`src/calc_pkg.sv`:
```
// Number format, operator codes, controller states and unit latencies for the calculator
package calc_pkg;

    // magnitude width of every number, sign bit is extra
    localparam int MAG_W = 15;

    // weight of one keypad digit when shifting the running magnitude
    localparam int DIGIT_BASE = 10;

    // start-to-finish cycles of the arithmetic units
    localparam int ADDSUB_LAT = 2;
    localparam int MULT_LAT = 16;

    // sign-magnitude word, sign set means negative
    typedef struct packed {
        logic sign;
        logic [MAG_W-1:0] mag;
    } sm_num_t;

    // keypad operator codes, OP_NEG toggles the sign of the entry
    typedef enum logic [2:0] {
        OP_NONE = 3'd0,
        OP_NEG = 3'd1,
        OP_ADD = 3'd2,
        OP_SUB = 3'd3,
        OP_MUL = 3'd4
    } op_code_t;

    // controller states
    // entry of each operand goes wait key -> shift by ten -> add digit
    typedef enum logic [3:0] {
        KEY1_WAIT = 4'd0,
        MUL1_WAIT = 4'd1,
        ACC1 = 4'd2,
        KEY2_WAIT = 4'd3,
        MUL2_WAIT = 4'd4,
        ACC2 = 4'd5,
        DISPATCH = 4'd6,
        CALC_WAIT = 4'd7,
        SHOW = 4'd8
    } ctrl_state_t;

endpackage

```
`src/sm_addsub.sv`:
```
// Two-stage sign-magnitude adder/subtractor with start and finish strobes
`timescale 1ns/1ps

module sm_addsub (
    input logic clk,
    input logic nRST,
    input calc_pkg::sm_num_t in1,
    input calc_pkg::sm_num_t in2,
    input logic sub,
    input logic start,
    output calc_pkg::sm_num_t out,
    output logic finish
);

    typedef logic [$clog2(calc_pkg::ADDSUB_LAT + 1)-1:0] cnt_t;

    calc_pkg::sm_num_t a_q;
    calc_pkg::sm_num_t b_q;
    calc_pkg::sm_num_t res;
    cnt_t cnt;

    // delay counter, nonzero while an operation is in flight
    always_ff @(posedge clk or negedge nRST) begin
        if (!nRST) begin
            cnt <= '0;
            finish <= 1'b0;
        end else begin
            finish <= 1'b0;
            if (start) begin
                cnt <= cnt_t'(calc_pkg::ADDSUB_LAT - 1);
            end else if (cnt != '0) begin
                cnt <= cnt - 1'b1;
                if (cnt == cnt_t'(1)) begin
                    finish <= 1'b1;
                end
            end
        end
    end

    // stage 2: compare magnitudes, then add or subtract
    always_comb begin
        res = a_q;
        if (a_q.sign == b_q.sign) begin
            res.mag = a_q.mag + b_q.mag;
            res.sign = a_q.sign;
        end else if (a_q.mag >= b_q.mag) begin
            res.mag = a_q.mag - b_q.mag;
            res.sign = a_q.sign;
        end else begin
            res.mag = b_q.mag - a_q.mag;
            res.sign = b_q.sign;
        end
        // no negative zero
        if (res.mag == '0) begin
            res.sign = 1'b0;
        end
    end

    // stage 1 operand capture, subtraction folds into the second sign
    always_ff @(posedge clk) begin
        if (start) begin
            a_q <= in1;
            b_q.sign <= in2.sign ^ sub;
            b_q.mag <= in2.mag;
        end
        if (cnt == cnt_t'(1)) begin
            out <= res;
        end
    end

    a_no_start_busy: assert property (
        @(posedge clk) disable iff (!nRST) start |-> (cnt == '0)
    );

endmodule

```
`src/seq_multiply.sv`:
```
// Shift-and-add sign-magnitude multiplier, low magnitude bits kept, with start/finish strobes
`timescale 1ns/1ps

module seq_multiply (
    input logic clk,
    input logic nRST,
    input calc_pkg::sm_num_t in1,
    input calc_pkg::sm_num_t in2,
    input logic start,
    output calc_pkg::sm_num_t out,
    output logic finish
);

    typedef logic [$clog2(calc_pkg::MULT_LAT + 1)-1:0] cnt_t;

    logic [calc_pkg::MAG_W-1:0] acc;
    logic [calc_pkg::MAG_W-1:0] mcand;
    logic [calc_pkg::MAG_W-1:0] mplier;
    logic sign_q;
    cnt_t cnt;

    // cycle counter
    // load covers bit 0, the middle counts cover the remaining bits,
    // count 1 is the sign normalize cycle
    always_ff @(posedge clk or negedge nRST) begin
        if (!nRST) begin
            cnt <= '0;
            finish <= 1'b0;
        end else begin
            finish <= 1'b0;
            if (start) begin
                cnt <= cnt_t'(calc_pkg::MULT_LAT - 1);
            end else if (cnt != '0) begin
                cnt <= cnt - 1'b1;
                if (cnt == cnt_t'(1)) begin
                    finish <= 1'b1;
                end
            end
        end
    end

    // datapath
    always_ff @(posedge clk) begin
        if (start) begin
            // first partial product folded into the load
            acc <= in2.mag[0] ? in1.mag : '0;
            mcand <= in1.mag << 1;
            mplier <= in2.mag >> 1;
            sign_q <= in1.sign ^ in2.sign;
        end else if (cnt > cnt_t'(1)) begin
            // bits shifted past the top are dropped, product wraps mod 2^MAG_W
            if (mplier[0]) begin
                acc <= acc + mcand;
            end
            mcand <= mcand << 1;
            mplier <= mplier >> 1;
        end else if (cnt == cnt_t'(1)) begin
            out.mag <= acc;
            // zero product is always positive
            out.sign <= sign_q & (acc != '0);
        end
    end

    a_no_start_busy: assert property (
        @(posedge clk) disable iff (!nRST) start |-> (cnt == '0)
    );

    a_finish_pulse: assert property (
        @(posedge clk) disable iff (!nRST) finish |=> !finish
    );

endmodule

```
`src/gencon.sv`:
```
// Keypad calculator controller: operand entry FSM, unit dispatch and display register
`timescale 1ns/1ps

module gencon (
    input logic clk,
    input logic nRST,
    input logic [3:0] keypad_input,
    input logic read_input,
    input calc_pkg::op_code_t operator_input,
    input logic equal_input,
    output logic complete,
    output calc_pkg::sm_num_t display_output
);

    typedef logic [calc_pkg::MAG_W-1:0] mag_t;

    calc_pkg::ctrl_state_t state;
    calc_pkg::ctrl_state_t next_state;

    // operands under entry and latched operator
    calc_pkg::sm_num_t op1;
    calc_pkg::sm_num_t op2;
    calc_pkg::op_code_t op_q;
    logic [3:0] digit_q;
    mag_t digit_ext;
    mag_t entry_mag;

    // unit side
    logic start_add;
    logic start_mult;
    logic add_finish;
    logic mult_finish;
    calc_pkg::sm_num_t add_out;
    calc_pkg::sm_num_t mult_out;
    calc_pkg::sm_num_t mult_in1;
    calc_pkg::sm_num_t mult_in2;

    // set when the multiplier owns the current calculation
    logic use_mul;
    logic calc_finish;
    calc_pkg::sm_num_t calc_out;
    calc_pkg::sm_num_t result_q;

    logic key_press;
    logic neg_press;
    logic op_valid;

    sm_addsub add_calc (
        .clk(clk),
        .nRST(nRST),
        .in1(op1),
        .in2(op2),
        .sub(op_q == calc_pkg::OP_SUB),
        .start(start_add),
        .out(add_out),
        .finish(add_finish)
    );

    seq_multiply mult_calc (
        .clk(clk),
        .nRST(nRST),
        .in1(mult_in1),
        .in2(mult_in2),
        .start(start_mult),
        .out(mult_out),
        .finish(mult_finish)
    );

    assign key_press = read_input
        && (state == calc_pkg::KEY1_WAIT || state == calc_pkg::KEY2_WAIT);
    assign neg_press = (operator_input == calc_pkg::OP_NEG);
    assign op_valid = operator_input inside {calc_pkg::OP_ADD, calc_pkg::OP_SUB,
        calc_pkg::OP_MUL};

    assign digit_ext = {{(calc_pkg::MAG_W - 4){1'b0}}, digit_q};
    assign entry_mag = (state == calc_pkg::MUL2_WAIT) ? op2.mag : op1.mag;

    // multiplier sharing
    // digit shift works on the bare magnitude so a sign toggled on zero survives
    always_comb begin
        if (state == calc_pkg::CALC_WAIT) begin
            mult_in1 = op1;
            mult_in2 = op2;
        end else begin
            mult_in1.sign = 1'b0;
            mult_in1.mag = entry_mag;
            mult_in2.sign = 1'b0;
            mult_in2.mag = mag_t'(calc_pkg::DIGIT_BASE);
        end
    end

    assign calc_finish = use_mul ? mult_finish : add_finish;
    assign calc_out = use_mul ? mult_out : add_out;

    always_comb begin
        next_state = state;
        case (state)
            calc_pkg::KEY1_WAIT: begin
                if (read_input) begin
                    next_state = calc_pkg::MUL1_WAIT;
                end
            end
            calc_pkg::MUL1_WAIT: begin
                if (mult_finish) begin
                    next_state = calc_pkg::ACC1;
                end
            end
            calc_pkg::ACC1: begin
                next_state = op_valid ? calc_pkg::KEY2_WAIT : calc_pkg::KEY1_WAIT;
            end
            calc_pkg::KEY2_WAIT: begin
                if (read_input) begin
                    next_state = calc_pkg::MUL2_WAIT;
                end
            end
            calc_pkg::MUL2_WAIT: begin
                if (mult_finish) begin
                    next_state = calc_pkg::ACC2;
                end
            end
            calc_pkg::ACC2: begin
                next_state = equal_input ? calc_pkg::DISPATCH : calc_pkg::KEY2_WAIT;
            end
            calc_pkg::DISPATCH: next_state = calc_pkg::CALC_WAIT;
            calc_pkg::CALC_WAIT: begin
                if (calc_finish) begin
                    next_state = calc_pkg::SHOW;
                end
            end
            calc_pkg::SHOW: next_state = calc_pkg::KEY1_WAIT;
            default: next_state = calc_pkg::KEY1_WAIT;
        endcase
    end

    always_ff @(posedge clk or negedge nRST) begin
        if (!nRST) begin
            state <= calc_pkg::KEY1_WAIT;
            op1 <= '0;
            op2 <= '0;
            op_q <= calc_pkg::OP_NONE;
            use_mul <= 1'b0;
            start_add <= 1'b0;
            start_mult <= 1'b0;
            complete <= 1'b0;
            display_output <= '0;
        end else begin
            state <= next_state;
            // start strobes land one edge after the key or dispatch
            start_mult <= key_press
                || (state == calc_pkg::DISPATCH && op_q == calc_pkg::OP_MUL);
            start_add <= (state == calc_pkg::DISPATCH && op_q != calc_pkg::OP_MUL);
            complete <= (state == calc_pkg::SHOW);

            case (state)
                calc_pkg::KEY1_WAIT: begin
                    if (neg_press) begin
                        op1.sign <= ~op1.sign;
                    end
                end
                calc_pkg::MUL1_WAIT: begin
                    if (mult_finish) begin
                        op1.mag <= mult_out.mag;
                    end
                end
                calc_pkg::ACC1: begin
                    op1.mag <= op1.mag + digit_ext;
                    if (op_valid) begin
                        op_q <= operator_input;
                    end
                end
                calc_pkg::KEY2_WAIT: begin
                    if (neg_press) begin
                        op2.sign <= ~op2.sign;
                    end
                end
                calc_pkg::MUL2_WAIT: begin
                    if (mult_finish) begin
                        op2.mag <= mult_out.mag;
                    end
                end
                calc_pkg::ACC2: op2.mag <= op2.mag + digit_ext;
                calc_pkg::DISPATCH: use_mul <= (op_q == calc_pkg::OP_MUL);
                calc_pkg::SHOW: begin
                    display_output <= result_q;
                    // ready for the next calculation
                    op1 <= '0;
                    op2 <= '0;
                end
                default: begin
                end
            endcase
        end
    end

    // pressed digit and captured unit result
    always_ff @(posedge clk) begin
        if (key_press) begin
            digit_q <= keypad_input;
        end
        if (state == calc_pkg::CALC_WAIT && calc_finish) begin
            result_q <= calc_out;
        end
    end

    a_start_exclusive: assert property (
        @(posedge clk) disable iff (!nRST) !(start_add && start_mult)
    );

    a_complete_pulse: assert property (
        @(posedge clk) disable iff (!nRST) complete |=> !complete
    );

    a_state_legal: assert property (
        @(posedge clk) disable iff (!nRST)
        state inside {calc_pkg::KEY1_WAIT, calc_pkg::MUL1_WAIT, calc_pkg::ACC1,
            calc_pkg::KEY2_WAIT, calc_pkg::MUL2_WAIT, calc_pkg::ACC2,
            calc_pkg::DISPATCH, calc_pkg::CALC_WAIT, calc_pkg::SHOW}
    );

endmodule

```
`config.mk`:
```
export PLATFORM = sky130hd
export DESIGN_NAME = gencon
export DESIGN_NICKNAME = d
export VERILOG_FILES = /design/src/calc_pkg.sv /design/src/sm_addsub.sv /design/src/seq_multiply.sv /design/src/gencon.sv
export SDC_FILE = /design/constraint.sdc
export NUM_CORES = 1
export LEC_CHECK = 0
export ABC_AREA = 0
export BUFFER_PORTS_ARGS = -buffer_cell sky130_fd_sc_hd__buf_2
export CAP_MARGIN = 20
export CORE_MARGIN = 2
export CORE_UTILIZATION = 50
export DETAILED_ROUTE_END_ITERATION = 10
export PLACE_DENSITY = 0.69
export SYNTH_ARGS = -nofsm -noshare
export SYNTH_HDL_FRONTEND = slang
export SYNTH_SLANG_ARGS = --single-unit
export TNS_END_PERCENT = 50
```
`constraint.sdc`:
```
create_clock -name clk -period 3.7 [get_ports clk]
set_input_delay 0 -clock clk [delete_from_list [all_inputs] [get_ports clk]]
set_output_delay 0 -clock clk [all_outputs]
set_load 0.005 [all_outputs]
```
## Word level (Yosys, flattened, before mapping)

Cells that the tools add are included.

| word-level totals | value |
|---|---|
| bits in registers | 196 |
| bits in latches | 0 |
| memory bits (writable) | 0 |
| ROM bits | 0 |
| bits of input ports | 11 |
| output and inout bits | 17 |
| logic and storage cells | 141 |
| memories | 0 |

| cells by class | value |
|---|---|
| add/subtract/negate cells | 8 |
| $mul | 0 |
| divide/modulo/power cells | 0 |
| magnitude comparators | 2 |
| equal/unequal tests | 25 |
| shift operators | 0 |
| mux-type cells | 40 |
| bitwise operators | 7 |
| reductions and logical operators | 28 |

Operators with widths:

| operator | count |
|---|---|
| 15-bit two-way mux | 8 |
| 15-bit one-hot mux with 3 select lines | 2 |
| 16-bit two-way mux | 5 |
| 4-bit one-hot mux with 8 select lines | 1 |
| 15-bit adder | 2 |
| 15-bit by 4-bit adder with 15-bit output | 2 |
| 15-bit subtractor | 2 |
| 14-bit two-way mux | 2 |
| 4-bit two-way mux | 5 |
| 4-bit by 3-bit == test with 1-bit output (second input constant) | 4 |
| 15-bit >= comparator | 1 |
| 15-bit logical NOT | 1 |
| 15-bit nonzero test | 1 |
| 2-bit nonzero test | 7 |
| 2-bit AND reduction | 6 |
| 5-bit two-way mux | 2 |
| 2-bit inequality test (second input constant) | 5 |
| 3-bit by 2-bit == test with 1-bit output (second input constant) | 3 |
| 1-bit two-way mux | 9 |
| 3-bit nonzero test | 3 |
| 4-bit by 2-bit == test with 1-bit output (second input constant) | 2 |
| 3-bit == test (second input constant) | 2 |
| 2-bit two-way mux | 3 |
| 5-bit by 1-bit == test with 1-bit output (second input constant) | 1 |
| 21 further kinds | 31 |

## Depth between registers and ports, before layout

Gate-level depths: netlist (run 1).

| depth | value |
|---|---|
| depth in word-level cells | 5 |
| mapped depth | 13 |

## Cells and area by module

A second synthesis (run 1) with hierarchy kept.

| second synthesis, totals | value |
|---|---|
| cell total of the unflattened synthesis | 1124 |
| area total of the unflattened synthesis | 11771.3 µm² |

By module, submodules not included:

| module | instances | cells each | area each (µm²) | sequential area each (µm²) |
|---|---|---|---|---|
| gencon | 1 | 489 | 4560.6 | 2077.0 |
| sm_addsub | 1 | 378 | 3824.9 | 1516.5 |
| seq_multiply | 1 | 257 | 3385.7 | 1951.9 |

## Worst setup path before layout (run 1)

No wires, ideal clock.

| timing path | value |
|---|---|
| path kind | reg-to-reg |
| from | reg mult_calc.cnt[1] |
| to | reg mult_calc.acc[10] (netlist name), enable pin |
| library setup time | 0.365 ns |
| data arrival time | 3.273 ns |
| path slack | 0.062 ns |
| cell stages (with the launch flop) | 5 |
| buffers on the path | 0 |
| cell sequence | dfrtp_1 -> inv_1 -> ha_1 -> o21ai_0 -> o21a_1 |

| between the ends | value |
|---|---|
| cells in the longest elaborated chain, start to end | 3 |

Ends and longest elaborated chain:

| element | line | source |
|---|---|---|
| from (decl) | seq_multiply.sv:20 | `cnt_t cnt;` |
| from (signal assigned) | seq_multiply.sv:32 | `cnt <= cnt_t'(calc_pkg::MULT_LAT - 1);` |
| from (signal assigned) | seq_multiply.sv:34 | `cnt <= cnt - 1'b1;` |
| 5-bit by 1-bit greater-than comparator with 1-bit output | seq_multiply.sv:50 | `end else if (cnt > cnt_t'(1)) begin` |
| 2-bit nonzero test (no source line) | n/a |  |
| 2-bit AND reduction (no source line) | n/a |  |
| to (signal assigned) | seq_multiply.sv:46 | `acc <= in2.mag[0] ? in1.mag : '0;` |
| to (signal assigned) | seq_multiply.sv:53 | `acc <= acc + mcand;` |
| to (decl) | seq_multiply.sv:16 | `logic [calc_pkg::MAG_W-1:0] acc;` |

No other way between the ends.
A chain may end at the register's enable or synchronous reset.

==> flow_summary.ini, run 1 <==
[worst_setup_path]
cp_max_fo = 10
cp.arrival_ps = 3700
crit_required_ps = 3880
critPathCaptureType = register
start_kind = register
path_class = register to register

[sta]
rsz0062_at_grt = false
relSlewSlack_pct = 35.8
final.setup.tns_ps = 0
timing.final.crit_share_pct = 95.2
clock.fmax_ghz = 0.284
setup_violations = 0
slew_violations = 0
tightest_slew_ps = 962
skew_ps = 13.9
final_hold_viol_count = 0
fin_crit_ps = 3520

[clock_tree]
cts_buffer_depth = 2
cts_buffers = 17
htreeDepth = 4
cts_tree = built
path_clk_slew_ps = 70
cts.sinks = 196
clkLatencyLatePin_ps = 440
clock-root-buffer = clkbuf_16

[final_layout]
drive_above_1_share_pct = 11.3
fillers = 1967
nets = 1271
post-route-util_pct = 56.4
syn_to_final_growth_pct = 10.9
antennaDiodeCount = 0

[synth]
synth_edf_count = 128
ys_warn_count = 0
synthArstFlopShare_pct = 34.7
synth_nets = 1241
synth_ff_type = edfxtp_1
ys_seq_area_share_pct = 48.1
synth_area_um2 = 11500
ys_seq_elements = 196
syn_area_per_cell_um2 = 9.99
netlist_instances = 1154
ys_types = 75

[pwr]
leakagePower_nw = 5.23
power_mw = 8.82
power.density_nw_per_um2 = 691
ir_worst_vdd_mv = 0.394

[floorplan]
die_x_um = 156
dieArea_um2 = 24300
core_um2 = 22600
num_rows = 55
ios = 28
chipHeight_um = 156
initial_core_util_pct = 50.9

[grt]
first_global_vias = 8525
grt.total_usage_pct = 24.8
grt-ovfl-total = 0
grt_start_max_net_pins = 73
grt_pass1_wl_um = 46200
antenna_found_initial = 0

[detailed_routing]
drc = 0
final_antenna_net_count = 0
firstDrtPassIters = 5
routed_wl_um = 28800
drt_iter0_markers = 655
viasPerCell = 5.94
drt-wirelength-per-cell_um = 19.4
via_count = 8809

[status]
outcome = finished clean

[min_path]
hold_class = input pin to async pin

[placed_design]
gp_congestion = 0.985
port_buffers = 27
hpwl_um = 21400

[run]
drv_cap = 0
==> worst max-delay path, stage by stage (launching register included) <==
cell and delay (ps):
edfxtp_1 420, ha_2 450, nand3_1 210, a2111oi_4 490, o31a_2 270, nor3_1 80, o31ai_2 240, xnor2_1 110
or4_1 570, nor4_4 330, a31oi_1 120
==> where the power goes <==
group	switching [mW]	leakage (nW)	total (mW)	internal, mW
Clock	0.920	0.294	1.88	0.959
Combinational	1.78	2.85	3.08	1.31
Sequential	0.618	2.09	3.86	3.24
==> registers in the layout (all words and copies together), names as in the netlist, 16 cells and up <==
register	count
result_q	16
op1	16
op2	16
display_output	16
mult_calc.out	16
add_calc.a_q	16
add_calc.out	16
add_calc.b_q	16
==> Yosys cell counts (4+ instances only) <==
cell	count	area share, %
clkbuf_1	45	1.5
a21o_1	9	0.59
ha_1	70	7.6
o22a_1	8	0.61
a211o_1	4	0.30
a21boi_0	7	0.46
nand2_1	119	3.9
nand4_1	6	0.33
o211ai_1	8	0.52
nand2b_1	22	1.2
dfrtp_1	68	15
a221oi_1	6	0.46
nor4b_1	4	0.30
fa_1	6	1.0
buf_4	8	0.52
a21oi_1	109	4.7
and2_1	8	0.43
nand3_1	37	1.6
nor4_1	8	0.43
edfxtp_1	128	33
o21a_1	5	0.33
and3_1	12	0.65
a31oi_1	17	0.92
mux2i_1	27	2.3
o21ai_0	65	2.8
nor2b_1	18	0.98
or3_1	8	0.43
o22ai_1	14	0.76
mux2_2	19	1.9
nor2_1	89	2.9
o32ai_1	6	0.46
xnor2_1	12	0.91
and4_1	4	0.30
xor2_1	13	0.99
or2_2	4	0.22
nor3_1	21	0.91
inv_1	74	2.4
a211oi_1	7	0.46
==> what timing repair did <==
action	CTS	global route
gates resized for setup	0	12
hold endpoints to repair	78	0
hold buffers	12	0
buffers inserted	0	1
setup endpoints to repair	0	1
==> worst paths after layout <==
| check | startpoint | end | slack, ps | depth (start not counted) |
|---|---|---|---|---|
| setup / recovery | add_calc.a_q[8] | add_calc.out[15] | 180 | 10 |
| hold / removal | nRST | display_output[6] | 200 | 2 |
| setup reg to reg | add_calc.a_q[8] | add_calc.out[15] | 180 | 10 |
| hold reg to reg | result_q[14] | display_output[14] | 440 | 2 |
| max in group asynchronous | nRST | start_mult | 2790 | 2 |
| min in group clk | keypad_input[3] | digit_q[3] | 270 | 2 |
==> cell families after synthesis <==
logic type	share of synthesized area (%)
simple gates	15.7
mux	4.30
buf+inv	4.54
compound gates	16.8
xor+xnor	1.90
flops	48.1
fa+ha+maj	8.64
==> per-layer routing <==
layer | share of wire (%) | track usage [%] | vias to the layer above
met5 | 0 | 0 | -
met2 | 48 | 40.9 | 281
met3 | 5.2 | 4.17 | 50
li1 | - | - | 4253
met4 | 3.4 | 10.1 | 0
met1 | 44 | 32.7 | 4225
==> cell type report <==
type / count / area, um2 / area share [%]
sequential: 196 / 5550 / 43.4
multi-input combinational: 827 / 5530 / 43.3
timing repair buffer: 67 / 468 / 3.66
tap: 285 / 357 / 2.79
inverter: 75 / 282 / 2.20
clock inverter: 12 / 126 / 0.989
clock buffer: 20 / 468 / 3.66
==> placed cells by master, fill, tap and decap left out, types with 7 or more instances in the layout <==
cell	n
o21ai_0	63
dfrtp_1	67
dlygate4sd3_1	12
ha_1	66
inv_1	74
o22ai_1	14
clkbuf_16	18
a21o_1	9
a31oi_1	17
o211ai_1	8
edfxtp_1	128
mux2i_1	27
nor2b_1	18
nand2_1	119
a21boi_0	7
buf_2	26
nand2b_1	22
mux2_2	19
xnor2_1	11
nor3_1	20
xor2_1	13
nor2_1	87
nand3_1	37
o22a_1	8
buf_4	29
and2_1	8
or3_1	8
and3_1	12
a21oi_1	109
nor4_1	7
==> per-stage QoR <==
step	worst slack [ps]	cells	hold WS, ps	area, um2
2_1_floorplan	61.9	1154	-296	11500
3_3_place_gp	59.6	1437	178	12000
3_5_place_dp	82.1	1437	178	12000
4_1_cts	79.1	1481	253	12700
5_1_grt	13.2	1482	277	12800
6_report	179	1482	203	12800
No activity file was read; power rests on OpenSTA's default activity.
==> inputs of run 2 (changes only) <==
SYNTH_HIERARCHICAL = 1   (was unset)
==> run 2 against run 1 <==
Compared with the run above:
- clock-buffer cell count down 2
- worst setup slack worse by 29 ps
- critical path type unchanged
- cell area increased by 1.4%
- largest cell class is now multi-input combinational cells
- via count decreased by 0.48%
==> flow_summary.ini, run 2 <==
[final_layout]
nets = 1241
antennaDiodeCount = 0
drive_above_1_share_pct = 15.0
final_cell_mix = edfxtp_1 (128), nand2_1 (120), a21oi_1 (74)
finalInstanceArea_um2 = 13000
mostFrequentLayoutCell = edfxtp_1
syn_to_final_growth_pct = 10.0
instances_no_fill = 1482

[worst_setup_path]
r2r_cells = 12
cp.arrival_ps = 3740
critPathCaptureType = register
r2r_setup_slack_ps = 150
crit_required_ps = 3890
path_class = register to register
cp_max_fo = 16
start_kind = register

[min_path]
hold_class = input pin to register
hold_path_depth = 3

[clock_tree]
clkLatencyLatePin_ps = 450
path_clk_slew_ps = 80
clock-root-buffer = clkbuf_16
cts_buffer_depth = 2
htreeDepth = 4
cts_tree = built
cts.sinks = 196
cts_buffers = 17

[sta]
clock.fmax_ghz = 0.282
timing.final.crit_share_pct = 95.9
setup_violations = 0
final.setup.tns_ps = 0
layout_setup_ws_ps = 150
relSlewSlack_pct = 32.6
tightest_slew_ps = 1000
slew_violations = 0
rsz0062_at_grt = false
fin_crit_ps = 3550
skew_ps = 12.9
final_hold_viol_count = 0

[grt]
grt-ovfl-total = 0
grt.total_usage_pct = 25.0
antenna_found_initial = 0
grt_pass1_wl_um = 46900
first_global_vias = 8529
grt_start_max_net_pins = 69

[pwr]
p_int_mw = 6.41
p_clk_share_pct = 17.3
ir_worst_vdd_mv = 0.467
power.density_nw_per_um2 = 851
leakagePower_nw = 5.39
combPwrFrac_pct = 44.5
p_switching_mw = 4.61
power_mw = 11.0
switching_share_pct = 41.8
p_seq_share_pct = 38.2

[detailed_routing]
drt_iter0_markers = 688
routed_wl_um = 30000
viasPerCell = 5.92
firstDrtPassIters = 5
via_count = 8767
drc = 0
drt-wirelength-per-cell_um = 20.2
final_antenna_net_count = 0

[placed_design]
gp_congestion = 0.942
pre_cts_ws_ps = 97.1
place_inst = 1441
port_buffers = 27
hpwl_um = 22100
place_area_um2 = 12200

[synth]
synth_nets = 1215
syn_area_per_cell_um2 = 10.5
ys_seq_elements = 196
synth_area_um2 = 11800
ys_seq_area_share_pct = 47.1
synth.most_common_cell = edfxtp_1
synthTopCellsByArea = edfxtp_1 (33%), dfrtp_1 (14%), ha_1 (7.9%)
synth_top_area_share_pct = 32.7
ys_types = 90
synthArstFlopShare_pct = 34.7
synth_edf_count = 128
synth_ff_type = edfxtp_1
synth_common_cells = edfxtp_1 (128), nand2_1 (120), a21oi_1 (74), ha_1 (74), o21ai_0 (70)
netlist_instances = 1124
ys_warn_count = 6
yosys.area.top_type = edfxtp_1

[floorplan]
num_rows = 56
core_um2 = 23300
initial_core_util_pct = 50.6
chipHeight_um = 157
ios = 28
die_x_um = 157
dieArea_um2 = 24800

[run]
drv_cap = 0

[status]
outcome = finished clean
==> run 2: cell count changes in the layout (fill, tap and decap cells not counted), moves of 12 or more <==
cell     change
nor2_1      -25
nand3_1     -12
mux2_2      +38
inv_1       -16
mux2i_1     -23
a21oi_1     -35
and2_1      +13
==> run 2: kinds of logic (layout without fill, tap and decap cells) <==
kind of cell	Yosys count	in the layout	share of synthesized area, %
and+or+nand+nor	341	341	14.5
AOI/OAI and AO/OA	297	297	16.9
DFF	196	196	47.1
buffers and inverters	117	156	4.40
adders and majority gates	80	80	8.89
muxes	61	61	5.79
xor gates and xnor gates	32	32	2.38
==> run 2: per-layer routing <==
metal	global-route usage (%)	wire length, um	share of wire, %
met1	33.0	13100	44
met2	42.2	14800	49
met3	3.47	1420	4.7
met4	8.92	742	2.5
met5	0	0	0
==> run 2: worst max-delay path, stage by stage, from the launching register on <==
cell and delay [ps]:
edfxtp_1 430, ha_1 500, nand4_1 280, nor4_4 350
a2111oi_4 70, buf_4 170, nand2_4 190, o21ai_0 160
o32a_2 210, xnor2_1 160, nor4_2 300, nand4_1 150
o41a_1 320
==> run 2: metrics by stage <==
stage | hold WS, ps | util (%)
3_3_place_gp | 178 | 52.6
4_1_cts | 85.9 | 55.6
5_1_grt | 96.1 | 55.7
3_5_place_dp | 182 | 52.6
2_1_floorplan | -296 | -
6_report | 93.4 | 55.7
==> run 2: final cells by class <==
| class | count | area [um2] |
|---|---|---|
| clock inverters | 14 | 178 |
| inverters | 59 | 224 |
| multi-input cells | 811 | 5720 |
| clock buffers | 18 | 439 |
| repair buffers | 65 | 443 |
| fillers | 2018 | 10300 |
| well taps | 319 | 399 |
| flip-flops and latches | 196 | 5550 |
==> run 2: final timing paths <==
path | start | end
worst max-delay path | add_calc/b_q[2] | add_calc/out[15]
worst min-delay path | read_input | digit_q[0]
worst max register to register | add_calc/b_q[2] | add_calc/out[15]
worst min register to register | result_q[2] | display_output[2]
max in group asynchronous | nRST | display_output[0]
min in group asynchronous | nRST | add_calc/cnt[0]
==> run 2: power groups by stage <==
stage | logic, mW | clock network, mW | registers, mW
2_1_floorplan | 3.80 | 0 | 3.82
3_3_place_gp | 4.77 | 0 | 4.22
3_5_place_dp | 4.81 | 0 | 4.24
4_1_cts | 4.85 | 1.93 | 4.20
5_1_grt | 5.38 | 2.02 | 4.31
6_report | 4.90 | 1.91 | 4.21
==> run 2: repair_timing <==
item,in CTS,in global routing
hold endpoints to repair,76,0
buffers inserted,0,1
hold buffers,8,0
gates resized for setup,0,3
setup endpoints to repair,0,1
